[src/design/sram_sp.sv]
// Single-port RAM model with no memory reset; reads take one cycle and the output holds otherwise
`default_nettype none

module sram_sp #(
    parameter type payload_t = logic,
    parameter int  Depth     = 64
) (
    input  logic                     clk_i,
    input  logic                     rst_ni,
    input  logic                     cs_i,
    input  logic                     we_i,
    input  logic [$clog2(Depth)-1:0] addr_i,
    input  payload_t                 wdata_i,
    input  payload_t                 wmask_i,
    output payload_t                 rdata_o
);

    localparam int Width = $bits(payload_t);

    logic [Width-1:0] mem_q [Depth];
    logic [Width-1:0] wdata_bits;
    logic [Width-1:0] wmask_bits;
    payload_t         rdata_q;

    assign wdata_bits = wdata_i;
    assign wmask_bits = wmask_i;

    // Bits outside the mask keep their old value
    always_ff @(posedge clk_i) begin
        if (cs_i && we_i) begin
            mem_q[addr_i] <= (mem_q[addr_i] & ~wmask_bits) | (wdata_bits & wmask_bits);
        end
    end

    // Read port, holds while idle or writing
    always_ff @(posedge clk_i or negedge rst_ni) begin
        if (!rst_ni) begin
            rdata_q <= '0;
        end else if (cs_i && !we_i) begin
            rdata_q <= mem_q[addr_i];
        end
    end

    assign rdata_o = rdata_q;

endmodule

`default_nettype wire

[config.mk]
export PLATFORM = sky130hd
export DESIGN_NAME = sram_sp
export DESIGN_NICKNAME = d
export VERILOG_FILES = /design/src/design/sram_sp.sv
export SDC_FILE = /design/constraint.sdc
export NUM_CORES = 1
export LEC_CHECK = 0
export BUFFER_PORTS_ARGS = -buffer_cell sky130_fd_sc_hd__buf_4
export CAP_MARGIN = 20
export CORE_MARGIN = 4
export CORE_UTILIZATION = 30
export DETAILED_ROUTE_END_ITERATION = 10
export PLACE_DENSITY_LB_ADDON = 0.1
export SYNTH_ARGS = -nofsm -noshare
export SYNTH_HDL_FRONTEND = slang
export SYNTH_SLANG_ARGS = --single-unit
export TNS_END_PERCENT = 20
[constraint.sdc]
create_clock -name clk_i -period 6 [get_ports clk_i]
set_input_delay 0.6 -clock clk_i [delete_from_list [all_inputs] [get_ports clk_i]]
set_output_delay 0.6 -clock clk_i [all_outputs]
set_load 0.03 [all_outputs]
Word-level counts from Yosys, hierarchy flattened
Memories as Yosys holds them, arrays and structs flattened.
Index checks and enable logic that the tools add are counted.
{"block": "word_totals", "ff_bits": 1, "ramBits": 64, "in_bits": 12, "out_inout_bits": 1, "word_cells": 11, "n_memories": 1}
{"memory": "mem_q", "words": 64, "width": 1, "rd": 1, "rd_clocked_by_memory_dff": 0, "write_ports": 1, "line": "20", "source": "logic [Width-1:0] mem_q [Depth];"}
{"block": "classes", "muxes": 2, "n_bitwise": 4, "reduce_logical": 3}
{"op": "$and 1x1->1", "n": 2}
{"op": "$logic_and 1x1->1", "n": 2}
{"op": "$mux 1", "n": 2}
{"op": "$logic_not 1->1", "n": 1}
{"op": "$not 1->1", "n": 1}
{"op": "$or 1x1->1", "n": 1}

Longest topological paths before layout
{"block": "depth", "depth_word": 3, "mapped_depth": 9, "mapped_depth_nobuf": 6}

Worst setup path after synthesis
OpenSTA, ideal clock, no wires.
{"block": "synth_timing", "kind": "input-to-reg", "startpoint": "input port addr_i[3]", "endpoint": "memory mem_q[0] (netlist name) (data pin)", "setup_ps": 588, "arrival_ps": 3677, "t_required_ps": 5412, "setup_slack_ps": 1735, "cell_stages": 7, "path_buffers": 2, "path_cell_list": "buf_2 -> or3_1 -> buf_2 -> o22ai_1 -> o31ai_1 -> and3_2 -> a31oi_1"}
{"block": "synth_via", "elab_chain_cells": 3}
{"element": "start, declared", "line": "12", "source": "input logic [$clog2(Depth)-1:0] addr_i,"}
{"element": "$mem_v2 64x1"}
{"element": "$and 1x1->1", "line": "31", "source": "mem_q[addr_i] <= (mem_q[addr_i] & ~wmask_bits) | (wdata_bits & wmask_bits);"}
{"element": "$or 1x1->1", "line": "31"}
{"element": "end, declared", "line": "20"}
No other way between the ends.

Worst setup path after layout
{"block": "layout_timing", "startpoint": "input port addr_i[2]", "endpoint": "memory mem_q[45] (netlist name) (data pin)"}
Same word-level chain as after synthesis.

==> summary.md <==
| Metric | Value |
|---|---|
| Run status | `finished, final reports clean` |
| Synthesized cell area | `0.00304 sq mm` |
| Unrepaired setup endpoints after global routing | `no` |
| Cell variety after synth | `45` |
| Antenna Nets Post-Route | `0` |
| Total track usage | `13.3%` |
| Most frequent cells in the layout | `72 x nor2_1, 64 x edfxtp_1, 13 x nand2_1, 13 x buf_4, 12 x mux2i_1` |
| Sequential area share after synthesis | `64.0%` |
| Clock Skew | `12.8 ps` |
| Final TNS setup | `0 ps` |
| Pwr/cell area | `280 mW/mm^2` |
| Yosys warnings | `0` |
| Overall Power | `0.000949 W` |
| Sequential Power Share | `53.8%` |
| Postcts setup bufs | `0` |
| Drt drc | `0` |
| # port buffers | `12` |
| Largest net degree at the start of global routing | `34` |
| DP HPWL | `4530 microns` |
| Die area | `0.0118 sq mm` |
| Sw Ratio | `23.7%` |
| Setup Crit Path Kind | `input port to flop` |
| Initial Util | `31.0%` |
| Crit-path max cell delay | `660 ps` |
| Top FF cell, synth | `edfxtp_1` |
| Detailed Routing Iterations Pass 1 | `4` |
| CP max FO | `33` |
| Fraction of synthesized area in multiplexers | `7.40%` |
| CP startpoint kind | `input port` |
| Clock sinks | `65` |
| Die width | `109 microns` |
| Max-Slew Margin vs Limit | `46.6%` |
| Initial antenna violation count | `0` |
| Synth Area in XOR/XNOR | `0%` |
| Number of global-route vias before repair | `1956` |
| Area grow syn2layout | `11.5%` |
| Io pins | `13` |
| Final Critical Period | `3060 ps` |
| Leakage | `1.05 nW` |
| Final Hold Viols | `0` |
| Simple-gate share of the synthesized area | `16.9%` |
| Clock transition at the registers of the reported paths | `70 ps` |
| Worst hold path type | `input port to asynchronous set/reset pin` |
| Post-Syn Area per Cell | `12.6 sq um` |
| CTS buffer count | `9` |
| Ranking of synthesized cells by area | `edfxtp_1 63%, nor2_1 8.9%, mux2i_1 3.9%, a22oi_1 2.0%, mux2_2 1.8%` |
| Final GP Congestion | `0.728` |
| Grt ovf | `0` |
| Std cell rows | `36` |
| Fmax | `0.326 GHz` |
| Critical Path AT | `3190 ps` |
| Async set or reset register ratio after synthesis | `1.54%` |
| Commonest non-fill, non-tap cell in the layout | `nor2_1` |
| Top-area cell type share of the netlist area | `63.1%` |
| Routed WL | `7220 microns` |
| Int Pwr | `0.000724 W` |
| Least-Margin Pin Slew | `801 ps` |
| Clk pwr share | `38.0%` |
| Main combinational cell family by area after synthesis | `simple AND/OR/NAND/NOR gates` |
| Filler instances | `1042` |
| Number of synthesized flops with an enable pin | `64` |
| Share of cells above drive strength 1 | `17.4%` |
| Nets@finish | `266` |
| H-tree depth | `3` |
| Vias per inst | `4.92` |
| Most used cell, CP | `buf_4` |
| WL per Instance | `18.4 microns` |
| Maximum buffer depth of the clock tree | `2` |
| Synthesized flop and latch total | `65` |
| First-pass GRT wire length | `11300 microns` |
| Root buf cell | `clkbuf_8` |
| Max Transition Viols Final | `0` |
| Via count | `1928` |
| R2R cell count | `7` |
| Max Cap Viol | `0` |
| Fin Hold WS | `571 ps` |
| Violation count after the first detailed-route iteration | `88` |
| Final setup fails | `0` |
| Comb pwr share | `8.2%` |
| CP required | `6120 ps` |
| Post-Synth Adder-Cell Area | `0%` |
| Die Ht | `109 microns` |
| Core Area | `0.00982 sq mm` |
| Net Count, Synth | `254` |
| Cells along the critical path | `buf_4 -> nor2b_1 -> a221oi_1 -> a311oi_1 -> a31oi_1 -> and3_2 -> a31oi_4 -> buf_4` |
| Compound-Gate Fraction of Synth Area | `7.48%` |
| Cell taking the most area after synthesis | `edfxtp_1` |
| Antenna cells | `0` |
| Worst path slowest cell | `a31oi_4` |
| Period Utilization, post-route | `51.1%` |
| Cell count after synthesis | `242` |
| VDD IR max | `97.5 uV` |
| Worst setup EP type | `flop` |
| Fin util | `34.6%` |
| Worst skew pair latency | `340 ps` |
| Switching power total | `0.000225 W` |
| CTS tree | `done` |
[Yosys cell counts, types with 2 or more instances]
cell type,count
nor2_1,72
buf_6,2
nor2b_1,3
a22oi_1,8
edfxtp_1,64
clkbuf_1,2
nand3b_1,3
a2bb2oi_1,2
and2b_2,3
mux2_2,5
nand3_1,6
o211ai_1,2
nand2_2,2
a32oi_1,2
a31oi_1,4
nand2_1,13
a21oi_1,4
clkbuf_8,4
buf_2,4
mux2i_1,12
[power by group through the flow]
stage               logic (W)  registers, W  clock network (W)
finish              0.0000782      0.000511           0.000360
detailed placement  0.0000791      0.000521                  0
floorplan           0.0000516      0.000524                  0
global placement    0.0000794      0.000521                  0
CTS                 0.0000792      0.000511           0.000364
global route        0.0000860      0.000511           0.000388
[logic make-up after synthesis]
logic type / Yosys count
AO/OA/AOI/OAI: 31
buffers and inverters: 14
flip-flops: 65
multiplexers: 19
AND/OR/NAND/NOR: 113
[final cells by class]
type | instances | area, sq um | share of cell area [%]
Clock buffer | 10 | 128 | 3.76
Clock inverter | 6 | 58.8 | 1.73
Inverter | 1 | 3.75 | 0.111
Multi-Input combinational cell | 163 | 983 | 29.0
Sequential cell | 65 | 1950 | 57.4
Tap cell | 133 | 166 | 4.90
Timing Repair Buffer | 14 | 108 | 3.17
[through the flow]
stage	instances	area [sq um]	setup WS [ps]
6_report	392	3390	2940
5_1_grt	392	3390	2710
4_1_cts	391	3380	2940
3_5_place_dp	375	3200	2590
3_3_place_gp	375	3200	2570
2_1_floorplan	242	3040	1730
[flip-flops by register name, summed over array words and instances, names as in the netlist]
signal and count:
rdata_o 1, mem_q 64
[routing by layer]
layer,share of wire (%),GRT usage (%)
met3,4.1,4.32
met4,1.3,3.88
met5,0,0
met1,45,17.4
met2,49,21.0
[timing repair]
action,CTS,global route
endpoints found under the hold margin,0,1
hold buffers,0,1
gates resized for setup,0,0
[worst max-delay path, delay by kind of cell]
family | cells | cell delay [ps]
compound gates | 4 | 1180
simple gates | 2 | 710
buf+inv | 2 | 670
[final timing paths]
kind | slack, ps | to | startpoint
max | 2940 | mem_q[45]$_DFFE_PP_ | addr_i[2]
min | 570 | rdata_o$_DFFE_PN0P_ | rst_ni
max reg2reg | 3430 | mem_q[45]$_DFFE_PP_ | mem_q[30]$_DFFE_PP_
min reg2reg | 620 | rdata_o$_DFFE_PN0P_ | rdata_o$_DFFE_PN0P_
max in group asynchronous | 5350 | rdata_o$_DFFE_PN0P_ | rst_ni
min in group clk_i | 620 | rdata_o$_DFFE_PN0P_ | rdata_o$_DFFE_PN0P_
No activity file was read; power rests on OpenSTA's default activity.
