===== src/design/cache_memctrl_pkg.sv =====
// Fixed geometry of 20-bit tags, 64 sets and 4 words of 64 bits per line; ways set at the top
`default_nettype none

package cache_memctrl_pkg;

    // Directory and line geometry
    localparam int TagWidth     = 20;
    localparam int SetWidth     = 6;
    localparam int NumSets      = 1 << SetWidth;
    localparam int WordIdxWidth = 2;
    localparam int WordWidth    = 64;

    typedef logic [TagWidth-1:0]              tag_t;
    typedef logic [SetWidth-1:0]              set_t;
    typedef logic [WordIdxWidth-1:0]          word_idx_t;
    typedef logic [WordWidth-1:0]             word_t;
    typedef logic [WordWidth/8-1:0]           be_t;

    // Data RAM address is the set followed by the word index
    typedef logic [SetWidth+WordIdxWidth-1:0] data_addr_t;

    typedef struct packed {
        logic valid;
        logic dirty;
        tag_t tag;
    } dir_entry_t;

    typedef struct packed {
        set_t      set_idx;
        word_idx_t word_idx;
        tag_t      tag;
    } lookup_req_t;

    typedef struct packed {
        set_t      set_idx;
        word_idx_t word_idx;
        tag_t      tag;
        logic      dirty;
        word_t     data;
    } refill_req_t;

    typedef struct packed {
        set_t set_idx;
        logic valid;
        logic dirty;
        tag_t tag;
    } dir_updt_req_t;

    // Hit write payload, the way comes from the previous lookup
    typedef struct packed {
        set_t      set_idx;
        word_idx_t word_idx;
        word_t     data;
        be_t       be;
    } write_req_t;

endpackage

`default_nettype wire


===== src/design/data_access_ctrl.sv =====
// Hit write relies on hit_way_i from the lookup one cycle earlier; no hit means no write
`default_nettype none

module data_access_ctrl #(
    parameter int NumWays = 4
) (
    input  logic                            lookup_i,
    input  cache_memctrl_pkg::lookup_req_t  lookup_req_i,

    input  logic                            refill_i,
    input  logic [NumWays-1:0]              refill_way_i,
    input  cache_memctrl_pkg::refill_req_t  refill_req_i,

    input  logic                            write_i,
    input  cache_memctrl_pkg::write_req_t   write_req_i,

    input  logic [NumWays-1:0]              hit_way_i,

    output logic [NumWays-1:0]              data_cs_o,
    output logic [NumWays-1:0]              data_we_o,
    output cache_memctrl_pkg::data_addr_t   data_addr_o,
    output cache_memctrl_pkg::word_t        data_wdata_o,
    output cache_memctrl_pkg::word_t        data_wmask_o
);

    import cache_memctrl_pkg::*;

    word_t be_mask;

    // Byte enables to bit mask
    always_comb begin
        for (int b = 0; b < $bits(be_t); b++) begin
            be_mask[8*b +: 8] = {8{write_req_i.be[b]}};
        end
    end

    always_comb begin
        data_cs_o    = '0;
        data_we_o    = '0;
        data_addr_o  = '0;
        data_wdata_o = '0;
        data_wmask_o = '0;

        if (lookup_i) begin
            // Same word read from every way
            data_cs_o   = '1;
            data_addr_o = {lookup_req_i.set_idx, lookup_req_i.word_idx};
        end else if (refill_i) begin
            data_cs_o    = refill_way_i;
            data_we_o    = refill_way_i;
            data_addr_o  = {refill_req_i.set_idx, refill_req_i.word_idx};
            data_wdata_o = refill_req_i.data;
            data_wmask_o = '1;
        end else if (write_i) begin
            data_cs_o    = hit_way_i;
            data_we_o    = hit_way_i;
            data_addr_o  = {write_req_i.set_idx, write_req_i.word_idx};
            data_wdata_o = write_req_i.data;
            data_wmask_o = be_mask;
        end
    end

endmodule

`default_nettype wire


===== config.mk =====
export PLATFORM = sky130hd
export DESIGN_NAME = data_access_ctrl
export DESIGN_NICKNAME = d
export VERILOG_FILES = /design/src/design/cache_memctrl_pkg.sv /design/src/design/data_access_ctrl.sv
export SDC_FILE = /design/constraint.sdc
export NUM_CORES = 1
export LEC_CHECK = 0
export ABC_AREA = 1
export BUFFER_PORTS_ARGS = -buffer_cell sky130_fd_sc_hd__clkbuf_2
export CAP_MARGIN = 0
export CORE_AREA = 2 2 137 139
export DETAILED_ROUTE_END_ITERATION = 7
export DIE_AREA = 0 0 139 141
export PLACE_DENSITY = 0.38
export SLEW_MARGIN = 5
export SYNTH_ARGS = -nofsm -noshare
export SYNTH_HDL_FRONTEND = slang
export SYNTH_SLANG_ARGS = --single-unit
export TNS_END_PERCENT = 100

===== constraint.sdc =====
create_clock -name vclk -period 1.55
set_input_delay 0.31 -clock vclk [all_inputs]
set_output_delay 0.31 -clock vclk [all_outputs]
set_load 0.02 [all_outputs]

# Word-level counts from Yosys, hierarchy flattened
# Cells that the tools add are included.
# totals
register_bits	0
out_inout_bits	144
# op_classes
mux	13
# ops
operator	count
2-to-1 mux 64 bit	6
2-to-1 mux 8 bit	3
2-to-1 mux 4 bit	4

# Longest topological paths before layout
# depth
word_depth	3
ltp_mapped	6
depth_no_buf	4

# Least setup slack after synthesis
# OpenSTA, ideal clock, no wires.
# synth_timing
path_type	input-to-output
from	input write_i
to	output data_wmask_o[10]
t_arrival_ns	1.524
t_required_ns	1.240
setup_slack_ns	-0.284
cell_stages	5
cell_sequence	buf_4 -> buf_2 -> nand2_1 -> a21oi_1 -> buf_4
# synth_between
elab_chain_len	3
# synth_rtl
element	line	rtl
start: declaration	data_access_ctrl.sv:14	input logic write_i,
2-to-1 mux 64 bit	data_access_ctrl.sv:54	end else if (write_i) begin
2-to-1 mux 64 bit	data_access_ctrl.sv:48	end else if (refill_i) begin
2-to-1 mux 64 bit	data_access_ctrl.sv:44	if (lookup_i) begin
end: declaration	data_access_ctrl.sv:23	output cache_memctrl_pkg::word_t data_wmask_o
# No other way between the ends.

# Worst setup path in the final report
# layout_timing
from	input refill_i
to	output data_wdata_o[27]
# layout_between
elab_chain_len	2
# layout_rtl
element	line	rtl
start: declaration	data_access_ctrl.sv:10	input logic refill_i,
2-to-1 mux 64 bit	data_access_ctrl.sv:48	
2-to-1 mux 64 bit	data_access_ctrl.sv:44	
end: declaration	data_access_ctrl.sv:22	output cache_memctrl_pkg::word_t data_wdata_o,
# No other way between the ends.

==> results_dict.tcl <==
set metrics [dict create \
    mostFrequentLayoutCells "241 x clkbuf_2, 100 x nand2_1, 71 x nand3_1" \
    mostFrequentLayoutCell "clkbuf_2" \
    synth_area_per_cell_sq_um 5.01 \
    slew_violations 0 \
    min-delay-path-class "primary input to output port" \
    power.leakage_uw 0.00227 \
    die_x_microns 139 \
    yosys.area.top_type "buf_4" \
    netlist_area_sq_um 1880 \
    slew-limit-headroom_pct 84.3 \
    cts_hold_buf 0 \
    ys_top_cells_by_area "buf_4 28%, a21oi_1 20%, nand2_1 20%, nand3_1 19%, nor2_1 6.4%" \
    end_kind "output port" \
    die_area_sq_um 19600 \
    max-cap-violations 0 \
    syn2layout_area_growth_pct 121 \
    slowest_stage "buf_4" \
    grt_max_degree 40 \
    drt_iter0_markers 112 \
    initial_core_util_pct 10.3 \
    clock_buffer_count 0 \
    n_antenna_cell 0 \
    seq_cells 0 \
    antenna_found_initial 0 \
    antenna_left 0 \
    timing.fmax_ghz 0.671 \
    grt_first_pass_wirelength_mm 16.0 \
    yosysSeqAreaShare_pct 0 \
    io_pins 356 \
    finalPower_uw 1440 \
    use_met3_pct 2.11 \
    final_hold_viol_count 0 \
    rsz0062_at_grt "yes" \
    yosys_warnings 0 \
    grt-ovfl-total 0 \
    min_to "data_wdata_o[5]" \
    p_int_uw 636 \
    worst-path-max-fanout 13 \
    fin_setup_tns_ps 0 \
    wl_per_cell_microns 14.4 \
    rows 50 \
    setup_viol 0 \
    crit_type "primary input to output port" \
    post-synth-top-area-fraction_pct 28.0 \
    status "finished clean" \
    syn_inst 375 \
    layout-drive-gt1-share_pct 60.6 \
    slowest_delay_ps 160 \
    busiest_layer "met2" \
    tightestPinTransition_ps 235 \
    min_from "refill_req_i[5]" \
    p_seq_share_pct 0 \
    grt_usage_pct 9.78 \
    port_buffers 315 \
    routabilityCongestion 0.700 \
    post-route-util_pct 22.7 \
    syn-num-nets 587 \
    post-dp-hpwl_mm 8.96 \
    vias_per_cell 3.87 \
    irDropWorstVdd_mv 0.110 \
    regArea_sq_um 0 \
    synth.distinct_cells 9 \
    fill_cells 2106 \
    core-area_sq_um 18300 \
    globalRouteMet1Util_pct 11.7 \
    first_global_vias 2961 \
    cp_common_cell "buf_4" \
    die_h_microns 141 \
    cp_top_family "buffers and inverters" \
    drt-total-wl_mm 12.7 \
    crit_arrival_ps 1180 \
    worstPathCellList "buf_6 -> inv_8 -> buf_12 -> buf_4 -> nand3_1 -> a21oi_1 -> buf_4" \
    post-route-min-period_ps 1490 \
    drc 0 \
    switching_share_pct 55.8 \
    power_density_nw_per_um2 347 \
    worst-path-stages 7 \
    cp-start-kind "primary input" \
    use_met2_pct 19.0 \
    holdPathStages 4 \
    vias 3409 \
    netSwitchingPower_uw 804 \
    num-nets-final 861 \
    first_pass_iters 4 \
    path_buf_inv 5 \
    clkPwrFrac_pct 0 \
    worstPathRequired_ps 1240 \
    period_share_pct 96.2 \
    p_comb_share_pct 100.0 \
]
power by group through the flow:
stage | logic [uW] | registers [uW] | clock network, uW
5_1_grt | 1550 | 0 | 0
2_1_floorplan | 792 | 0 | 0
6_report | 1440 | 0 | 0
3_3_place_gp | 1270 | 0 | 0
4_1_cts | 1310 | 0 | 0
3_5_place_dp | 1270 | 0 | 0
per-stage QoR:
| stage | instance area, sq um | setup WS, ps | hold WS [ps] | cells |
|---|---|---|---|---|
| final | 4150 | 59.2 | 950 | 881 |
| after detailed placement | 3610 | -44.6 | 951 | 865 |
| after global placement | 3610 | -49.5 | 950 | 865 |
| after global routing | 4150 | -34.8 | 961 | 881 |
| after CTS | 3730 | -12.8 | 952 | 868 |
| after floorplan | 1950 | -62.0 | 802 | 375 |
synth_stat cells, drive strengths merged:
master and count:
nand2 100, clkbuf 4, nand3 72, inv 2, nor2 32, buf 89, a21oi 76
timing repair:
action / in CTS / in global routing
buffers inserted: 3 / 2
gates cloned: 0 / 11
gates resized for setup: 28 / 123
endpoints found under the setup margin: 44 / 128
pin swaps: 0 / 6
layout make-up:
type / instances / area, sq um / area share (%)
inverter: 2 / 15.0 / 0.362
multi-input combinational: 280 / 1390 / 33.5
tap: 234 / 293 / 7.05
timing repair buffer: 365 / 2450 / 59.1
kinds of logic after synthesis:
family	synth area share (%)
compound gates	20.2
simple gates	45.5
buf+inv	34.2
routing by layer:
layer / up-vias / wire (microns) / share of wire, %
met5: - / 0 / 0
met4: 0 / 12 / 0.095
met3: 2 / 975 / 7.7
met2: 171 / 6410 / 51
met1: 1505 / 5260 / 42
li1: 1731 / - / -
how the worst max path moves through the flow:
stage	startpoint	endpoint	slack [ps]
5_1_grt	write_i	data_wmask_o[1]	-30
2_1_floorplan	write_i	data_wmask_o[33]	-60
4_1_cts	write_i	data_wdata_o[3]	-10
6_report	refill_i	data_wdata_o[27]	60
3_3_place_gp	refill_i	data_wdata_o[16]	-50
3_5_place_dp	refill_i	data_wdata_o[16]	-40
No activity file was read; power rests on OpenSTA's default activity.
