[src/design/cache_memctrl_pkg.sv]
// Fixed geometry of 20-bit tags, 64 sets and 4 words of 64 bits per line; ways set at the top
`default_nettype none

package cache_memctrl_pkg;

    // Directory and line geometry
    localparam int TagWidth     = 20;
    localparam int SetWidth     = 6;
    localparam int NumSets      = 1 << SetWidth;
    localparam int WordIdxWidth = 2;
    localparam int WordWidth    = 64;

    typedef logic [TagWidth-1:0]              tag_t;
    typedef logic [SetWidth-1:0]              set_t;
    typedef logic [WordIdxWidth-1:0]          word_idx_t;
    typedef logic [WordWidth-1:0]             word_t;
    typedef logic [WordWidth/8-1:0]           be_t;

    // Data RAM address is the set followed by the word index
    typedef logic [SetWidth+WordIdxWidth-1:0] data_addr_t;

    typedef struct packed {
        logic valid;
        logic dirty;
        tag_t tag;
    } dir_entry_t;

    typedef struct packed {
        set_t      set_idx;
        word_idx_t word_idx;
        tag_t      tag;
    } lookup_req_t;

    typedef struct packed {
        set_t      set_idx;
        word_idx_t word_idx;
        tag_t      tag;
        logic      dirty;
        word_t     data;
    } refill_req_t;

    typedef struct packed {
        set_t set_idx;
        logic valid;
        logic dirty;
        tag_t tag;
    } dir_updt_req_t;

    // Hit write payload, the way comes from the previous lookup
    typedef struct packed {
        set_t      set_idx;
        word_idx_t word_idx;
        word_t     data;
        be_t       be;
    } write_req_t;

endpackage

`default_nettype wire

[src/design/hit_resolve.sv]
// Results are valid one cycle after a lookup and assume at most one way holds a given tag
`default_nettype none

module hit_resolve #(
    parameter int NumWays = 4
) (
    input  logic                                        clk_i,

    input  logic                                        lookup_i,
    input  cache_memctrl_pkg::tag_t                     lookup_tag_i,

    input  cache_memctrl_pkg::dir_entry_t [NumWays-1:0] dir_rentry_i,
    input  cache_memctrl_pkg::word_t      [NumWays-1:0] data_rword_i,

    output logic [NumWays-1:0]                          hit_way_o,
    output logic                                        hit_dirty_o,
    output cache_memctrl_pkg::word_t                    read_data_o
);

    import cache_memctrl_pkg::*;

    tag_t               lookup_tag_q;
    logic [NumWays-1:0] way_dirty;

    // Tag lines up with the RAM read data of the next cycle
    always_ff @(posedge clk_i) begin
        if (lookup_i) begin
            lookup_tag_q <= lookup_tag_i;
        end
    end

    for (genvar w = 0; w < NumWays; w++) begin : gen_way_cmp
        assign hit_way_o[w] = dir_rentry_i[w].valid && (dir_rentry_i[w].tag == lookup_tag_q);
        assign way_dirty[w] = dir_rentry_i[w].dirty;
    end

    assign hit_dirty_o = |(hit_way_o & way_dirty);

    // One-hot AND-OR select of the hit word
    always_comb begin
        read_data_o = '0;
        for (int w = 0; w < NumWays; w++) begin
            read_data_o = read_data_o | (data_rword_i[w] & {WordWidth{hit_way_o[w]}});
        end
    end

endmodule

`default_nettype wire

[config.mk]
export PLATFORM = sky130hd
export DESIGN_NAME = hit_resolve
export DESIGN_NICKNAME = d
export VERILOG_FILES = /design/src/design/cache_memctrl_pkg.sv /design/src/design/hit_resolve.sv
export SDC_FILE = /design/constraint.sdc
export NUM_CORES = 1
export LEC_CHECK = 0
export BUFFER_PORTS_ARGS = -buffer_cell sky130_fd_sc_hd__buf_2
export CAP_MARGIN = 20
export CORE_AREA = 4 4 167 169
export CTS_BUF_LIST = sky130_fd_sc_hd__clkbuf_4
export CTS_CLUSTER_DIAMETER = 50
export DETAILED_ROUTE_END_ITERATION = 8
export DIE_AREA = 0 0 171 173
export PLACE_DENSITY = 0.45
export SLEW_MARGIN = 20
export SYNTH_ARGS = -nofsm -noshare
export SYNTH_HDL_FRONTEND = slang
export SYNTH_SLANG_ARGS = --single-unit
[constraint.sdc]
create_clock -name clk_i -period 3.5 [get_ports clk_i]
set_input_delay 0.875 -clock clk_i [delete_from_list [all_inputs] [get_ports clk_i]]
set_output_delay 0.875 -clock clk_i [all_outputs]
set_load 0.005 [all_outputs]
; Word-level counts from Yosys, hierarchy flattened
; Cells that the tools add are included.
; Widths: inputs -> output; s select.
[word_totals]
regBits = 20
latchBits = 0
ram_bits = 0
mem_bits_ro = 0
inputBits = 366
out_inout_bits = 69
wordCells = 18
n_memories = 0
[classes]
n_addsub = 0
multipliers = 0
div = 0
order_cmp = 0
n_eq_ne = 4
n_shift = 0
n_mux = 0
bitwise_logic = 8
reduce_logical = 5
[op_table]
columns = cell, count
row1 = $and 64x64->64, 4
row2 = $or 64x64->64, 3
row3 = $eq 20x20->1, 4
row4 = $and 4x4->4, 1
row5 = $logic_and 1x1->1, 4
row6 = $reduce_or 4->1, 1

; Logic depth before layout (Yosys ltp)
; Gate-level depths: netlist of the first run.
[depth]
depth_word = 6
mapped_depth = 8
mapped_depth_nobuf = 5

; Least setup slack after synthesis of the first run
; No wires, ideal clock.
[synth_timing]
kind = input -> output
startpoint = input dir_rentry_i[9] (netlist bit)
endpoint = output read_data_o[53]
t_arrival_ns = 2.014
required_ns = 2.625
setup_slack_ns = 0.611
path_stages = 7
path_buffers = 2
cell_sequence = xor2_1 nor4_1 and3_1 buf_2 buf_2 a32oi_1 o211ai_1
[synth_between]
elab_chain_len = 6
[synth_rtl]
columns = item, line
row1 = "start, declared", hit_resolve.sv:12  ; input cache_memctrl_pkg::dir_entry_t [NumWays-1:0] dir_rentry_i,
row2 = $eq 20x20->1, hit_resolve.sv:33  ; assign hit_way_o[w] = dir_rentry_i[w].valid && (dir_rentry_i[w].tag == lookup_tag_q);
row3 = $logic_and 1x1->1, hit_resolve.sv:33
row4 = $and 64x64->64, hit_resolve.sv:43  ; read_data_o = read_data_o | (data_rword_i[w] & {WordWidth{hit_way_o[w]}});
row5 = $or 64x64->64 (3 in series), hit_resolve.sv:43
row6 = "end, declared", hit_resolve.sv:17  ; output cache_memctrl_pkg::word_t read_data_o
; Every way passes these cells.

; Worst setup path in the final report of the first run
[layout_timing]
startpoint = input dir_rentry_i[67] (netlist bit)
endpoint = output read_data_o[22]
[layout_between]
elab_chain_len = 4
[layout_rtl]
columns = item, line
row1 = $eq 20x20->1, hit_resolve.sv:33
row2 = $logic_and 1x1->1, hit_resolve.sv:33
row3 = $and 64x64->64, hit_resolve.sv:43
row4 = $or 64x64->64, hit_resolve.sv:43
; Every way passes these cells.

==> flow_summary_export.csv, run 1 <==
group,metric,value,unit
place,routabilityCongestion,0.836,
floorplanning,ios,435,
timing,hold_violations,0,
logic_synthesis,synth-seq-area-share,13.9,%
pwr,power.leakage,3.20,nW
critical_path,critPathMaxStageDelay,0.29,ns
critical_path,critical_path.cell_chain,"buf_2 > xnor2_1 > nand3_1 > nor4_4 > buf_12 > buf_12 > a32oi_1 > o211ai_1 > buf_2",
clock_tree,clockBufferDepth,2,
logic_synthesis,ys_ff_latch,20,
global_route,grt_pass1_wl,36800,um
place,hpwl,21300,um
critical_path,cp-start-kind,"input pin",
logic_synthesis,synth_cell_type_count,28,
critical_path,slowest_stage,"nor4_4",
logic_synthesis,syn_area,0.00431,mm^2
logic_synthesis,synth_edf_count,20,
floorplanning,start_util,16.2,%
layout,largest_reg_flops,20,
logic_synthesis,yosysWarnings,0,
pwr,p_per_area,133,mW/mm^2
layout,seq_area,601,um^2
clock_tree,htree_levels,1,
critical_path,end_kind,"primary output",
layout,largest-register,"lookup_tag_q",
route,route.detailed.drc,0,
hold_path,hold-path-cell-count,1,
timing,post-route-period-util,98.6,%
timing,finalSetupViolCount,0,
critical_path,crit_family,"buffers and inverters",
route,drtAntennaViolNets,0,
route,first_iter_violations,331,
layout,fill_cells,3005,
global_route,grt_max_degree,67,
global_route,grt_overflow_total,0,
route,dr.pass1.iters,6,
timing,tightest_slew,0.491,ns
route,num_vias,6501,
critical_path,worstPathArrival,2.58,ns
clock_tree,clock_sinks,20,
logic_synthesis,ys_async_sr_fraction,0,%
critical_path,crit_type,"in -> out",
timing,fin_tns_setup,0,ns
route,routed_via_density,4.78,
layout,drive_gt1_share,50.0,%
hold_path,hold_path.class,"in -> reg",
clock_tree,cts_inserted_buffers,3,
route,routedWlPerCell,19.5,um
pwr,vdd_drop_max,0.195,mV
timing,worst_slew_margin_rel,67.3,%
critical_path,crit_fanout,26,
global_route,grt_pass1_vias,6518,
timing,min_period,3.45,ns
logic_synthesis,synth_ff_type,"edfxtp_1",
route,routed_wl,26600,um
layout,area_growth_syn_to_layout,67.0,%
floorplanning,die_y,173,um
critical_path,cp_data_required_time,2.62,ns
clock_tree,holdBufCountCts,0,
critical_path,crit_cells,9,
pwr,power.total,958,uW
floorplanning,die_area,0.0296,mm^2
timing,slew_viol_final,0,
layout,top_regs,"lookup_tag_q x20",
floorplanning,fp.coreArea,0.0266,mm^2
outcome,status,"completed",
floorplanning,fp.dieW,171,um
layout,layout.nets,1384,
timing,holdWs,0.715,ns
clock_tree,clockRootBuffer,"clkbuf_4",
global_route,antenna_found_initial,6,
logic_synthesis,netlist_instances,609,
logic_synthesis,syn_area_per_cell,7.08,um^2
clock_tree,cts_tree,"yes",
clock_tree,path_clk_slew,0.12,ns
layout,multi_input_area,0.00311,mm^2
global_route,grt_use_total,15.7,%
timing,fmax,290,MHz
flow_run,drv_cap,0,
place,portBuffers,434,
logic_synthesis,synth_nets,975,
floorplanning,row_count,60,
critical_path,worst-path-buf-inv,4,
[placed cells by master (no fill, tap or decap), drive strengths merged]
cell type    n
a32oi       64
buf        483
nor2         5
and2         2
nor3         1
and3         2
a221o        1
nor2b        1
nand4       16
nor4        70
o21ai        1
nand2       66
o211ai      64
inv         67
nand3       68
nand2b       1
xor2        11
clkbuf       5
o2111ai      2
xnor2       66
diode        3
edfxtp      20
[routing by layer]
| metal | part of all wire (%) | up-vias | GRT usage [%] |
|---|---|---|---|
| met5 | 0.10 | - | 0 |
| met4 | 2.3 | 4 | 4.52 |
| met3 | 10 | 36 | 4.00 |
| met2 | 50 | 395 | 29.3 |
| met1 | 38 | 2963 | 17.3 |
| li1 | - | 3103 | - |
[power breakdown]
group          internal (mW)  switching (mW)
combinational          0.269           0.240
sequential             0.286          0.0419
clock                 0.0405          0.0807
total                  0.595           0.363
[path summary, 6_finish.rpt]
| path | start | to | slack, ns |
|---|---|---|---|
| max | dir_rentry_i[67] | read_data_o[22] | 0.05 |
| min | lookup_tag_i[17] | lookup_tag_q[17] | 0.72 |
[area by class of cell]
type                    instances  share of cell area (%)
clock buffers                   3                   0.313
well taps                     341                    5.93
flip-flops and latches         20                    8.34
multi-input cells             441                    43.2
repair buffers                485                    38.6
diodes                          3                   0.104
inverters                      67                    3.49
[Yosys cell counts (3+ instances only)]
cell | count | share of area, %
nand3_1 | 68 | 7.9
inv_1 | 67 | 5.8
nand2_1 | 66 | 5.7
nor4_1 | 66 | 9.6
a32oi_1 | 64 | 13
o211ai_1 | 64 | 11
xnor2_1 | 64 | 13
buf_2 | 39 | 4.5
edfxtp_1 | 20 | 14
clkbuf_1 | 19 | 1.7
nand4_1 | 16 | 2.3
buf_6 | 11 | 2.9
xor2_1 | 11 | 2.2
buf_4 | 6 | 1.0
nor2_1 | 5 | 0.44
clkbuf_4 | 4 | 0.70
nor4_2 | 3 | 0.87
[cells by family (layout without fill, tap and decap cells)]
kind of cell	Yosys count	in the layout	share of synthesized area [%]
AND/OR/NAND/NOR	232	232	28.3
flip-flops	20	20	13.9
XOR/XNOR	77	77	16.0
buffers and inverters	148	555	16.8
other	0	3	0
AO/OA/AOI/OAI	132	132	24.9
[through the flow]
| stage | util [%] | instances | worst slack (ns) | cell area, um^2 |
|---|---|---|---|---|
| floorplan | - | 609 | 0.611 | 4310 |
| global placement | 26.3 | 1345 | 0.0229 | 7000 |
| detailed placement | 26.3 | 1345 | 0.0175 | 7000 |
| CTS | 26.4 | 1348 | 0.0121 | 7020 |
| global route | 27.1 | 1359 | -0.0301 | 7200 |
| finish | 27.1 | 1360 | 0.0490 | 7200 |
[repair_timing]
item	CTS	global route
resized for setup	0	11
endpoints found under the setup margin	0	17
setup buffers	0	7
(Power assumes the default switching activity.)
==> inputs of run 2 (changes only) <==
Clock period 3.5 ns to 4.45 ns, I/O delays scaled along.
==> run 2 against run 1 <==
Sequential share of layout area increased by 0.52 points. Highest routed layer unchanged. Clock power decreased by 21%. Via count decreased by 3.6%. Global-route usage increased by 0.14 points. First-iteration DRC count decreased by 3.3%. Final cell count decreased by 2.3%. Sequential power decreased by 21%. Critical path depth unchanged. Setup slack improved by 0.37 ns. Combinational power decreased by 23%. Clock-buffer cell count unchanged.
==> flow_summary_export.csv, run 2 (synthesized netlist as in run 1, its figures left out) <==
group,metric,value,unit
outcome,status,"completed",
global_route,grt_pass1_vias,6408,
hold_path,worstHoldEndpoint,"lookup_tag_q[13]",
global_route,top_usage_layer,"met2",
critical_path,end_kind,"primary output",
global_route,antenna_found_initial,3,
layout,area_growth_syn_to_layout,57.2,%
route,routedWlPerCell,19.4,um
floorplanning,fp.dieW,171,um
layout,layout.nets,1354,
timing,holdWs,0.957,ns
hold_path,min_from,"lookup_tag_i[13]",
pwr,p_per_area,111,mW/mm^2
global_route,grt_use_total,15.9,%
place,hpwl,20700,um
place,placed_cell_area,0.00674,mm^2
layout,largest-register,"lookup_tag_q",
clock_tree,cts_tree,"yes",
global_route,use_met3,3.11,%
timing,hold_violations,0,
critical_path,critPathMaxStageDelay,0.37,ns
timing,fmax,248,MHz
floorplanning,ios,435,
clock_tree,cts_setup_buffers,0,
global_route,grt_max_degree,67,
route,routed_via_density,4.71,
critical_path,crit_path_frequent_cell,"buf_2",
layout,drive_gt1_share,47.6,%
hold_path,hold-path-cell-count,1,
critical_path,critical_path.cell_chain,"buf_2 > xnor2_1 > o2111ai_4 > buf_12 > nor4_1 > buf_4 > a32oi_1 > o211ai_1 > buf_2",
clock_tree,cts_resized,0,
timing,finalSetupViolCount,0,
layout,layout_common_cells,"buf_2, nand3_1, inv_1",
critical_path,crit_fanout,65,
route,route.detailed.drc,0,
route,first_iter_violations,320,
global_route,grt_pass1_wl,37200,um
layout,fin_area,0.00677,mm^2
timing,min_period,4.03,ns
layout,top_regs,"lookup_tag_q x20",
clock_tree,clockRootBuffer,"clkbuf_4",
layout,largest_reg_flops,20,
timing,tightest_slew,0.827,ns
critical_path,crit_family,"buffers and inverters",
floorplanning,die_y,173,um
clock_tree,cts_inserted_buffers,3,
route,num_vias,6264,
place,pre_cts_ws,0.301,ns
timing,fin_tns_setup,0,ns
hold_path,hold_path.class,"in -> reg",
floorplanning,start_util,16.2,%
timing,rsz0062_at_grt,"no",
route,dr.pass1.iters,7,
clock_tree,clock_sinks,20,
critical_path,worst-path-buf-inv,4,
flow_run,drv_cap,0,
place,dp.cells,1324,
timing,setup_ws,0.418,ns
critical_path,worstPathArrival,2.92,ns
clock_tree,htree_levels,1,
timing,post-route-period-util,90.6,%
clock_tree,clockBufferDepth,2,
place,routabilityCongestion,0.874,
timing,worst_slew_margin_rel,44.9,%
pwr,vdd_drop_max,0.163,mV
route,routed_wl,25800,um
floorplanning,die_area,0.0296,mm^2
timing,slew_viol_final,0,
critical_path,slowest_stage,"xnor2_1",
layout,layout_commonest_cell,"buf_2",
global_route,met1_usage,18.1,%
pwr,power.leakage,2.95,nW
critical_path,cp_data_required_time,3.34,ns
floorplanning,row_count,60,
global_route,grt_overflow_total,0,
floorplanning,fp.coreArea,0.0266,mm^2
critical_path,cp-start-kind,"input pin",
clock_tree,path_clk_slew,0.12,ns
route,drtAntennaViolNets,0,
clock_tree,holdBufCountCts,0,
global_route,gr-usage-met2,29.6,%
critical_path,crit_type,"in -> out",
layout,instances_no_fill,1329,
place,portBuffers,434,
run 2: changes by cell type in the layout (fill, tap and decap cells not counted), sizes merged:
cell    previous run  this run
clkbuf             5         3
buf              483       455
clkinv             0         1
diode              3         1
run 2: cell type report:
class                      instances  area [um^2]
fill                            3032        19800
multi-input combinational        441         3050
timing repair buffer             455         2420
sequential                        20          601
tap                              341          427
inverter                          67          251
clock buffer                       3         22.5
clock inverter                     1         3.75
antenna                            1         2.50
run 2: metal layers:
layer | wire length [um] | part of all wire [%]
met2 | 13100 | 51
met5 | 13 | 0.050
met4 | 653 | 2.5
met1 | 9560 | 37
met3 | 2390 | 9.3
run 2: through the flow:
stage	util, %	power (mW)
floorplan	-	0.417
global placement	25.4	0.658
detailed placement	25.4	0.661
CTS	25.5	0.758
global route	25.5	0.797
finish	25.5	0.749
run 2: how the worst max path moves through the flow:
stage / from / endpoint / cells after the start / slack [ns]
after floorplan: dir_rentry_i[9] / read_data_o[24] / 7 / 1.09
after global placement: dir_rentry_i[47] / hit_way_o[2] / 8 / 0.27
after detailed placement: dir_rentry_i[61] / hit_way_o[2] / 7 / 0.30
after CTS: dir_rentry_i[61] / hit_way_o[2] / 7 / 0.30
after global routing: dir_rentry_i[62] / hit_way_o[2] / 8 / 0.28
final: dir_rentry_i[71] / read_data_o[38] / 9 / 0.42
run 2: where the power goes:
part	leakage (nW)	internal (mW)	total [mW]	switching (mW)
sequential	0.196	0.225	0.259	0.0339
clock	0.0154	0.0329	0.0960	0.0631
combinational	2.74	0.203	0.394	0.191
total	2.95	0.461	0.749	0.288
