### src/design/cache_memctrl_pkg.sv
// Fixed geometry of 20-bit tags, 64 sets and 4 words of 64 bits per line; ways set at the top
`default_nettype none

package cache_memctrl_pkg;

    // Directory and line geometry
    localparam int TagWidth     = 20;
    localparam int SetWidth     = 6;
    localparam int NumSets      = 1 << SetWidth;
    localparam int WordIdxWidth = 2;
    localparam int WordWidth    = 64;

    typedef logic [TagWidth-1:0]              tag_t;
    typedef logic [SetWidth-1:0]              set_t;
    typedef logic [WordIdxWidth-1:0]          word_idx_t;
    typedef logic [WordWidth-1:0]             word_t;
    typedef logic [WordWidth/8-1:0]           be_t;

    // Data RAM address is the set followed by the word index
    typedef logic [SetWidth+WordIdxWidth-1:0] data_addr_t;

    typedef struct packed {
        logic valid;
        logic dirty;
        tag_t tag;
    } dir_entry_t;

    typedef struct packed {
        set_t      set_idx;
        word_idx_t word_idx;
        tag_t      tag;
    } lookup_req_t;

    typedef struct packed {
        set_t      set_idx;
        word_idx_t word_idx;
        tag_t      tag;
        logic      dirty;
        word_t     data;
    } refill_req_t;

    typedef struct packed {
        set_t set_idx;
        logic valid;
        logic dirty;
        tag_t tag;
    } dir_updt_req_t;

    // Hit write payload, the way comes from the previous lookup
    typedef struct packed {
        set_t      set_idx;
        word_idx_t word_idx;
        word_t     data;
        be_t       be;
    } write_req_t;

endpackage

`default_nettype wire

### src/design/dir_access_ctrl.sv
// Requests are ignored until ready_o rises; at most one of lookup, refill and update per cycle
`default_nettype none

module dir_access_ctrl #(
    parameter int NumWays = 4
) (
    input  logic                             clk_i,
    input  logic                             rst_ni,

    input  logic                             lookup_i,
    input  cache_memctrl_pkg::lookup_req_t   lookup_req_i,

    input  logic                             refill_i,
    input  logic [NumWays-1:0]               refill_way_i,
    input  cache_memctrl_pkg::refill_req_t   refill_req_i,

    input  logic                             dir_updt_i,
    input  logic [NumWays-1:0]               dir_updt_way_i,
    input  cache_memctrl_pkg::dir_updt_req_t dir_updt_req_i,

    output logic [NumWays-1:0]               dir_cs_o,
    output logic [NumWays-1:0]               dir_we_o,
    output cache_memctrl_pkg::set_t          dir_addr_o,
    output cache_memctrl_pkg::dir_entry_t    dir_wentry_o,
    output logic                             ready_o
);

    import cache_memctrl_pkg::*;

    logic init_done_q;
    set_t init_set_q;

    // Init sequencer clears one set per cycle across all ways
    always_ff @(posedge clk_i or negedge rst_ni) begin
        if (!rst_ni) begin
            init_done_q <= 1'b0;
            init_set_q  <= '0;
        end else if (!init_done_q) begin
            init_set_q  <= init_set_q + 1'b1;
            init_done_q <= (init_set_q == set_t'(NumSets - 1));
        end
    end

    assign ready_o = init_done_q;

    // Port arbitration: init, lookup, refill, update
    always_comb begin
        dir_cs_o     = '0;
        dir_we_o     = '0;
        dir_addr_o   = '0;
        dir_wentry_o = '0;

        if (!init_done_q) begin
            dir_cs_o   = '1;
            dir_we_o   = '1;
            dir_addr_o = init_set_q;
        end else if (lookup_i) begin
            // All ways read for the tag compare
            dir_cs_o   = '1;
            dir_addr_o = lookup_req_i.set_idx;
        end else if (refill_i) begin
            dir_cs_o     = refill_way_i;
            dir_we_o     = refill_way_i;
            dir_addr_o   = refill_req_i.set_idx;
            dir_wentry_o = '{valid: 1'b1, dirty: refill_req_i.dirty, tag: refill_req_i.tag};
        end else if (dir_updt_i) begin
            dir_cs_o     = dir_updt_way_i;
            dir_we_o     = dir_updt_way_i;
            dir_addr_o   = dir_updt_req_i.set_idx;
            dir_wentry_o = '{
                valid: dir_updt_req_i.valid,
                dirty: dir_updt_req_i.dirty,
                tag:   dir_updt_req_i.tag
            };
        end
    end

endmodule

`default_nettype wire

### config.mk
export PLATFORM = sky130hd
export DESIGN_NAME = dir_access_ctrl
export DESIGN_NICKNAME = d
export VERILOG_FILES = /design/src/design/cache_memctrl_pkg.sv /design/src/design/dir_access_ctrl.sv
export SDC_FILE = /design/constraint.sdc
export NUM_CORES = 1
export LEC_CHECK = 0
export ABC_AREA = 1
export ABC_CLOCK_PERIOD_IN_PS = 2440
export CAP_MARGIN = 15
export CELL_PAD_IN_SITES_DETAIL_PLACEMENT = 0
export CELL_PAD_IN_SITES_GLOBAL_PLACEMENT = 1
export CORE_AREA = 8 8 71 73
export CTS_CLUSTER_DIAMETER = 50
export CTS_CLUSTER_SIZE = 24
export DETAILED_ROUTE_END_ITERATION = 6
export DIE_AREA = 0 0 79 81
export DONT_BUFFER_PORTS = 1
export GPL_TIMING_DRIVEN = 0
export PLACE_DENSITY = 0.74
export SETUP_SLACK_MARGIN = 0.02
export SYNTH_ARGS = -nofsm -noshare
export SYNTH_HDL_FRONTEND = slang
export SYNTH_SLANG_ARGS = --single-unit
### constraint.sdc
create_clock -name clk_i -period 2.44 [get_ports clk_i]
set_input_delay 0.122 -clock clk_i [delete_from_list [all_inputs] [get_ports clk_i]]
set_output_delay 0.122 -clock clk_i [all_outputs]
set_load 0.1 [all_outputs]
======== Yosys cells after proc, flatten, opt, wreduce, memory -nomap -nowiden ========
Cells that the tools add are included.
word-level totals
  bits in registers ....................... 7
  latch bits .............................. 0
  RAM bits ................................ 0
  ROM bits ................................ 0
  input bits .............................. 162
  output and inout bits ................... 37
  logic and storage cells ................. 19
  memories kept ........................... 0
cells by class
  add/sub/neg operators ................... 1
  multipliers ............................. 0
  divide/modulo/power cells ............... 0
  $lt $le $gt $ge ......................... 0
  equal/unequal tests ..................... 1
  shift operators ......................... 0
  muxes and demuxes ....................... 15
  bitwise gates (word level) .............. 0
  reductions and logical operators ........ 0
operators by type and width
  operator                                                        number
  22-bit two-way mux                                              4
  4-bit two-way mux                                               6
  6-bit two-way mux                                               4
  6-bit by 1-bit adder with 6-bit output (second input constant)  1
  6-bit equality test (second input constant)                     1
  1-bit two-way mux                                               1

======== Logic depth before layout (Yosys ltp) ========
Gate-level depths: netlist (run 1).
  word-level depth ........................ 4
  gate-level depth with buffers ........... 7
  depth with buffers taken out ............ 7

======== Worst setup path after synthesis (run 1) ========
Ideal clock, no wire load.
  kind .................................... register -> output
  from .................................... reg init_done_q (netlist: ready_o)
  to ...................................... out dir_addr_o[3]
  arrival time ............................ 3200 ps
  required time ........................... 2318 ps
  setup slack ............................. -882 ps
  stages on the path, launching flop included .. 3
  path through ............................ dfrtp_1 buf_2 o21ai_0
on the way
  cells in the longest elaborated chain, start to end .. 1
ends and longest elaborated chain
  item                    RTL line               RTL
  from (decl)             dir_access_ctrl.sv:30  logic init_done_q;
  from (signal assigned)  dir_access_ctrl.sv:40  init_done_q <= (init_set_q == set_t'(NumSets - 1));
  6-bit two-way mux       dir_access_ctrl.sv:53  if (!init_done_q) begin
  to (decl)               dir_access_ctrl.sv:23  output cache_memctrl_pkg::set_t dir_addr_o,
No other way between the ends.

==> run metrics, run 1 <==
Final #Nets 332; period utilization 0.946; post-route ant nets 0; crit path launch type flop; post-synth design cell area 958 sq um; Leak 0.471 nW; simple-gate portion of the synthesized area 0.401; root buf cell clkbuf_8; floorplan core area 3910 sq um; yosys warns 0; commonest cells in the netlist nand2_1 (53), nor2_1 (34), a22oi_1 (21), a21oi_1 (9); H-tree lvl count 1; IO buf count 0; Yosys reg bits 7; Power Internal 0.263 mW; clock latency at the later pin of the worst-skew pair 0.22 ns; GR Overflow Total 0; final hold violation count 0; initial core utilization 0.245; mux cell area share after synthesis 0; P per Cell Area 295 nW/um^2; first-pass GRT wire length 6890 microns; Seq pwr share 0.315; drc violations 0; EDFF count, synth 0; WL per Instance 23.2 microns; CTS tree yes; sequential area share after synthesis 0.183; cell count after synthesis 163; WL final 5090 microns; RSZ-0062 raised after global routing false; Clk pwr share 0.438; count leader, synth nand2_1; CTS clock-pin slew for the worst setup and hold paths 0.04 ns; vias in the first global route 1144; main combinational cell family by area after synthesis simple AND/OR/NAND/NOR gates; Gate power share 0.248; post-route cell area 1260 sq um; sw frac 0.291; Net Switching 0.108 mW; DR vias/cell 5.23; crit path cell chain inv_2, nor2_4, inv_2, nor2_2; MaxCap Viol Count 0; area delta synth->final 31.1%; Worst-Margin Slew 1.11 ns; Post-Synth XOR/XNOR Area 0.0274; fmax 433 MHz; Synth area leaders nand2_1 (21%), dfrtp_1 (18%), a22oi_1 (16%); Slew Viols, Final 0; CP max stage delay 0.84 ns; Yosys top cell by area nand2_1; status finished, final reports clean; post-synth top area share 0.208; First-pass DRT Iterations 4; clk_skew 0.00158 ns; Placed Area 1090 sq um; Hold Path Class input pin to async pin; share of cells above drive strength 1 0.274; die area 6400 sq um; gpl congestion 0.781; critical path required time 2.32 ns; Sink Count 7; Die Span X 79 microns; Most used DFF post-synth dfrtp_1; initial DRC count 16; std cell rows 23; overall power 0.371 mW; Async SR Flop Fraction 1.00; largest net degree at the start of global routing 11; Post-Syn Nets 326; CP max stage cell nor2_2; initial antenna violation count 10; crit path DAT 2.19 ns; CP dominant cell by count inv_2; Synth cell types 20; final setup vio count 0; Tmin final 2.31 ns; Die Y 81 microns; Max-slew headroom 0.260; worst vdd rail ir drop 0.246 mV; Setup CP Type flop to output pin; # IOs 199; gr usage total 0.145; category of the worst setup path capture point output pin; total number of vias 1150; clock buffer depth 2; adder-cell share of the synthesized area 0.0131; filler cell count 450; Worst Path Max Fanout 5; hpwl dp 4290 microns; total CTS buffers 3; Synth Area in Compound Gates 0.238; Avg Cell Area, Syn 5.88 sq um
what timing repair did:
item	CTS	global route
resized for setup	22	0
hold buffers	1	0
hold endpoints to repair	7	0
endpoints found under the setup margin	30	0
buffers inserted	0	0
stage by stage:
| step | hold slack, ns | utilization | cells | worst slack, ns | TNS [ns] |
|---|---|---|---|---|---|
| 6_report | 0.241 | 0.321 | 220 | 0.133 | 0 |
| 5_1_grt | 0.266 | 0.321 | 220 | 0.0250 | 0 |
| 4_1_cts | 0.248 | 0.320 | 218 | 0.103 | 0 |
| 3_5_place_dp | -0.173 | 0.278 | 213 | -0.135 | -2.55 |
| 3_3_place_gp | -0.173 | 0.263 | 213 | -0.572 | -12.26 |
| 2_1_floorplan | -0.174 | - | 163 | -0.392 | -8.51 |
final timing paths:
kind	startpoint	end	slack (ns)	cells past startpoint
max	ready_o	dir_wentry_o[0]	0.13	4
min	rst_ni	init_set_q[2]	0.24	1
max reg2reg	ready_o	init_set_q[5]	1.00	6
min reg2reg	init_set_q[4]	init_set_q[4]	0.49	1
max in group asynchronous	rst_ni	ready_o	1.92	1
min in group clk_i	init_set_q[4]	init_set_q[4]	0.49	1
power by group through the flow:
stage	registers, mW	logic, mW	clock network (mW)
floorplan	0.118	0.0610	0
finish	0.117	0.0918	0.162
global placement	0.118	0.0732	0
global route	0.116	0.103	0.174
detailed placement	0.118	0.0790	0
CTS	0.117	0.0926	0.168
state kept, by name, indices dropped and copies added, names as in the netlist:
register,cells
init_set_q,6
ready_o,1
cell usage in the layout, fill, tap and decap left out, drive strengths merged:
master	instances
a21oi	9
a22oi	21
buf	12
clkbuf	4
dfrtp	7
diode	2
dlygate4sd3	1
ha	1
inv	10
nand2	53
nand3	6
nor2	36
nor3	1
o21ai	2
o21bai	1
o31ai	1
xnor2	1
xor2	2
final cells by class:
| type | count | area, sq um | area share |
|---|---|---|---|
| diodes | 2 | 5.00 | 0.00398 |
| flip-flops and latches | 7 | 176 | 0.140 |
| repair buffers | 1 | 10.0 | 0.00797 |
| plain buffers | 12 | 95.1 | 0.0757 |
| inverters | 10 | 37.5 | 0.0299 |
| multi-input cells | 134 | 825 | 0.656 |
| well taps | 50 | 62.6 | 0.0498 |
| clock buffers | 4 | 45.0 | 0.0359 |
layer usage:
metal,GRT usage,vias to the layer above,share of wire
met2,0.200,81,0.39
li1,-,548,-
met4,0.0278,16,0.0057
met1,0.126,489,0.31
met5,0,-,0.021
met3,0.193,16,0.27
critical path: cells and delay by family (launching register included):
family | cells | cell delay [ns]
and+or+nand+nor | 2 | 1.02
DFF | 1 | 0.70
buffers and inverters | 2 | 0.23
cell families after synthesis:
family | count (synthesis)
buffers and inverters | 22
flip-flops | 7
XOR/XNOR | 3
AND/OR/NAND/NOR | 96
AO/OA/AOI/OAI | 34
adder cells (fa/ha/maj) | 1
Note: power is estimated with default switching activity, not from simulation.
==> inputs of run 2 (changes only) <==
--- a/config.mk
+++ b/config.mk
@@ -10,14 +10,14 @@
 export CAP_MARGIN = 15
 export CELL_PAD_IN_SITES_DETAIL_PLACEMENT = 0
 export CELL_PAD_IN_SITES_GLOBAL_PLACEMENT = 1
-export CORE_AREA = 8 8 71 73
+export CORE_AREA = 5 5 74 76
 export CTS_CLUSTER_DIAMETER = 50
 export CTS_CLUSTER_SIZE = 24
 export DETAILED_ROUTE_END_ITERATION = 6
 export DIE_AREA = 0 0 79 81
 export DONT_BUFFER_PORTS = 1
 export GPL_TIMING_DRIVEN = 0
-export PLACE_DENSITY = 0.74
+export PLACE_DENSITY = 0.65
 export SETUP_SLACK_MARGIN = 0.02
 export SYNTH_ARGS = -nofsm -noshare
 export SYNTH_HDL_FRONTEND = slang
==> run metrics, run 2 (synthesis results as in run 1) <==
status finished, final reports clean; MaxCap Viol Count 0 (unchanged); hpwl dp 3910 microns (-8.8%); Tmin final 2.32 ns (+0.0161 ns); largest net degree at the start of global routing 11 (unchanged); CP dominant cell by count inv_2; worst path bufs/invs 2 (unchanged); First-pass DRT Iterations 4 (unchanged); Die Span X 79 microns (unchanged); most frequent cells in the layout nand2_1 (53), nor2_4 (22), a22oi_1 (21); post-route ant nets 0 (unchanged); gr usage total 0.143 (-0.00180); drc violations 0 (unchanged); area delta synth->final 31.3%; CTS tree yes; gpl congestion 0.814 (+4.3%); Placed Area 1090 sq um (+0.46%); first-pass GRT wire length 7000 microns (+1.6%); WL per Instance 21.2 microns (-8.5%); initial antenna violation count 9 (-1); Slew Viols, Final 0 (unchanged); setup TNS 0 ns (unchanged); Power Internal 0.263 mW (about the same); post-route cell area 1260 sq um (+0.20%); CP max stage cell nor2_2; total number of vias 1189 (+3.4%); Net Switching 0.107 mW (-1.2%); crit path cell chain inv_2, nor2_4, inv_2, nor2_2; clock latency at the later pin of the worst-skew pair 0.22 ns (about the same); DP Worst Slack -0.137 ns (-0.00218 ns); Die Y 81 microns (unchanged); fmax 430 MHz (-0.69%); initial DRC count 50 (+34); GR Overflow Total 0 (unchanged); final hold slack 0.238 ns (-0.00347 ns); Sink Count 7 (unchanged); initial core utilization 0.206 (-0.0392); Max-slew headroom 0.271 (+0.0111); CP delay by family, top simple AND/OR/NAND/NOR gates; WL final 4730 microns (-7.2%); die area 6400 sq um (unchanged); critical path required time 2.32 ns (about the same); RSZ-0062 raised after global routing false; total CTS buffers 3 (unchanged); P per Cell Area 293 nW/um^2 (-0.60%); Worst Path Max Fanout 5 (unchanged); Largest register FFs 6 (unchanged); period utilization 0.952 (+0.00658); floorplan core area 4660 sq um (+19%); commonest non-fill, non-tap cell in the layout nand2_1; # IOs 199 (unchanged); Final #Nets 332 (unchanged); CP max stage delay 0.84 ns (about the same); post-route worst setup slack 0.117 ns (-0.0161 ns); root buf cell clkbuf_8; final setup vio count 0 (unchanged); clk_skew 0.00261 ns (+0.00102 ns); std cell rows 25 (+8.7%); Leak 0.471 nW (about the same); Worst-Margin Slew 1.09 ns (-0.0166 ns); category of the worst setup path capture point output pin; crit path launch type flop; Top reg by flops init_set_q; DR vias/cell 5.33 (+2.0%); sw frac 0.289 (-0.00244); IO buf count 0 (unchanged); overall power 0.369 mW (-0.40%); clock buffer depth 2 (unchanged); final hold violation count 0 (unchanged); crit path DAT 2.20 ns (about the same); Setup CP Type flop to output pin; vias in the first global route 1189 (+3.9%); Seq pwr share 0.316 (about the same); CTS clock-pin slew for the worst setup and hold paths 0.04 ns (about the same); worst vdd rail ir drop 0.287 mV (+17%); FF-to-FF setup slack 1.00 ns (about the same); Hold Path Class input pin to async pin; H-tree lvl count 1 (unchanged); share of cells above drive strength 1 0.274 (unchanged); Gate power share 0.251 (+0.003); Clk pwr share 0.433 (-0.005)
## run 2: cell types whose count changed in the layout (fill, tap and decap cells not counted), sizes merged
| cell | before | now |
|---|---|---|
| diode | 2 | 1 |
## run 2: path summary, 6_finish.rpt
kind	endpoint	start	depth (start not counted)
worst max-delay path	dir_wentry_o[0]	ready_o	4
min in group clk_i	init_set_q[3]	init_set_q[3]	1
worst min register to register	init_set_q[3]	init_set_q[3]	1
max in group asynchronous	ready_o	rst_ni	1
worst max register to register	init_set_q[5]	ready_o	6
worst min-delay path	init_set_q[0]	rst_ni	1
## run 2: cell type report
cell class,instances,area (sq um)
antenna,1,2.50
buffer,12,95.1
clock buffer,4,45.0
fill,536,3400
inverter,10,37.5
multi-input combinational,134,825
sequential,7,176
tap,54,67.6
timing repair buffer,1,10.0
## run 2: timing repair
action / 4_1_cts / 5_1_grt
buffers inserted: 0 / 0
hold buffers: 1 / 0
resized for setup: 22 / 0
setup endpoints to repair: 30 / 0
hold endpoints to repair: 7 / 0
## run 2: through the flow
stage / instances / utilization
after detailed placement: 217 / 0.234
after global routing: 223 / 0.270
after global placement: 217 / 0.222
after floorplan: 163 / -
final: 223 / 0.270
after CTS: 222 / 0.270
## run 2: power groups by stage
stage,Sequential (mW),Clock (mW),Combinational (mW)
CTS,0.117,0.162,0.0928
floorplan,0.118,0,0.0610
global route,0.117,0.169,0.105
global placement,0.118,0,0.0738
detailed placement,0.118,0,0.0793
finish,0.117,0.160,0.0926
## run 2: routing by layer
layer | up-vias | share of wire | global-route usage
met5 | - | 0.022 | 0
met4 | 16 | 0.0066 | 0.0103
met3 | 18 | 0.22 | 0.147
met2 | 81 | 0.40 | 0.211
met1 | 528 | 0.35 | 0.149
li1 | 546 | - | -
==> inputs of run 3 (changes only) <==
--- a/config.mk
+++ b/config.mk
@@ -18,6 +18,7 @@
 export DONT_BUFFER_PORTS = 1
 export GPL_TIMING_DRIVEN = 0
 export PLACE_DENSITY = 0.65
+export RECOVER_POWER = 100
 export SETUP_SLACK_MARGIN = 0.02
 export SYNTH_ARGS = -nofsm -noshare
 export SYNTH_HDL_FRONTEND = slang
==> run metrics, run 3 (synthesis results as in run 1) <==
H-tree lvl count 1 (unchanged); crit path cell chain inv_2, nor2_4, inv_2, nor2_2; clock buffer depth 2 (unchanged); total CTS buffers 3 (unchanged); Top reg by flops init_set_q; die area 6400 sq um (unchanged); crit path DAT 2.19 ns (about the same); Max-slew headroom 0.271 (about the same); largest net degree at the start of global routing 11 (unchanged); Final #Nets 332 (unchanged); Worst-Margin Slew 1.09 ns (+0.0000924 ns); First-pass DRT Iterations 4 (unchanged); CTS tree yes; root buf cell clkbuf_8; most frequent cells in the layout nand2_1 (53), nor2_4 (22), a22oi_1 (21); Die Span X 79 microns (unchanged); area delta synth->final 30.8%; period utilization 0.948 (-0.00415); commonest non-fill, non-tap cell in the layout nand2_1; CP dominant cell by count inv_2; Setup CP Type flop to output pin; Sink Count 7 (unchanged); RSZ-0062 raised after global routing false; reg2reg end init_set_q[2]; Tmin final 2.31 ns (-0.0101 ns); worst path bufs/invs 2 (unchanged); worst vdd rail ir drop 0.287 mV (+0.13%); Core Util, Final 0.269 (-0.00107); IO buf count 0 (unchanged); FF-to-FF path depth 3 (-3); WL final 4720 microns (about the same); Leak 0.464 nW (-1.3%); Die Y 81 microns (unchanged); Worst Path Max Fanout 5 (unchanged); P per Cell Area 295 nW/um^2 (+0.44%); category of the worst setup path capture point output pin; crit path launch type flop; total number of vias 1189 (unchanged); WL per Instance 21.2 microns (about the same); std cell rows 25 (unchanged); post-route worst setup slack 0.127 ns (+0.0101 ns); placed cells 217 (unchanged); share of cells above drive strength 1 0.268 (-0.00595); # IOs 199 (unchanged); CP max stage delay 0.84 ns (about the same); gpl congestion 0.814 (unchanged); final hold violation count 0 (unchanged); floorplan core area 4660 sq um (unchanged); GR Overflow Total 0 (unchanged); drc violations 0 (unchanged); Largest register FFs 6 (unchanged); final hold slack 0.238 ns (-0.000113 ns); status finished, final reports clean; DP Worst Slack -0.137 ns (unchanged); RR Startpoint ready_o; critical path required time 2.32 ns (about the same); Hold Path Class input pin to async pin; Slew Viols, Final 0 (unchanged); initial antenna violation count 9 (unchanged); final setup vio count 0 (unchanged); DR vias/cell 5.33 (unchanged); hpwl dp 3910 microns (unchanged); vias in the first global route 1189 (unchanged); non-filler cells, final 223 (unchanged); CTS clock-pin slew for the worst setup and hold paths 0.04 ns (about the same); initial core utilization 0.206 (unchanged); CP delay by family, top simple AND/OR/NAND/NOR gates; post-route ant nets 0 (unchanged); clk_skew 0.00258 ns (-0.0000278 ns); CP max stage cell nor2_2; initial DRC count 52 (+4.0%); gr usage total 0.143 (unchanged); fmax 432 MHz (+0.44%); MaxCap Viol Count 0 (unchanged); first-pass GRT wire length 7000 microns (unchanged); FF-to-FF setup slack 0.98 ns (-0.02 ns); clock latency at the later pin of the worst-skew pair 0.22 ns (about the same)
-- run 3: cell types whose count changed in the layout (fill, tap and decap cells not counted) --
cell	change
clkbuf_4	+1
clkbuf_1	+1
buf_2	-1
buf_6	-1
-- run 3: worst max-delay path by stage --
stage,cells after the start,end,start
2_1_floorplan,5,dir_wentry_o[10],ready_o
3_3_place_gp,5,dir_wentry_o[14],ready_o
3_5_place_dp,5,dir_wentry_o[14],ready_o
4_1_cts,4,dir_wentry_o[0],ready_o
5_1_grt,5,dir_wentry_o[7],ready_o
6_report,4,dir_wentry_o[0],ready_o
-- run 3: power by group --
part	switching, mW	total [mW]	internal, mW	leakage (nW)
logic	0.0595	0.0926	0.0331	0.360
clock network	0.0473	0.160	0.113	0.0228
registers	0	0.117	0.117	0.0816
-- run 3: cell type report --
type | instances | area [sq um]
sequential | 7 | 176
timing repair buffer | 1 | 10.0
multi-input combinational | 134 | 825
inverter | 10 | 37.5
buffer | 12 | 90.1
antenna | 1 | 2.50
tap | 54 | 67.6
clock buffer | 4 | 45.0
fill | 539 | 3410
-- run 3: metrics by stage --
stage                     setup TNS [ns]  power [mW]  area [sq um]
after floorplan                    -8.51       0.179           966
after global placement            -12.45       0.192          1030
after detailed placement           -2.57       0.198          1090
after CTS                              0       0.371          1260
after global routing                   0       0.390          1250
final                                  0       0.369          1250
-- run 3: repair_timing --
action                                  4_1_cts  5_1_grt
endpoints found under the hold margin         7        0
endpoints found under the setup margin       30        0
hold buffers                                  1        0
gates resized for setup                      22        0
buffers inserted                              0        0
-- run 3: metal layers --
metal  track usage  share of wire  vias to the layer above
met4        0.0103         0.0066                       16
met5             0          0.022                        -
met3         0.147           0.22                       18
met1         0.149           0.35                      528
li1              -              -                      546
met2         0.211           0.40                       81
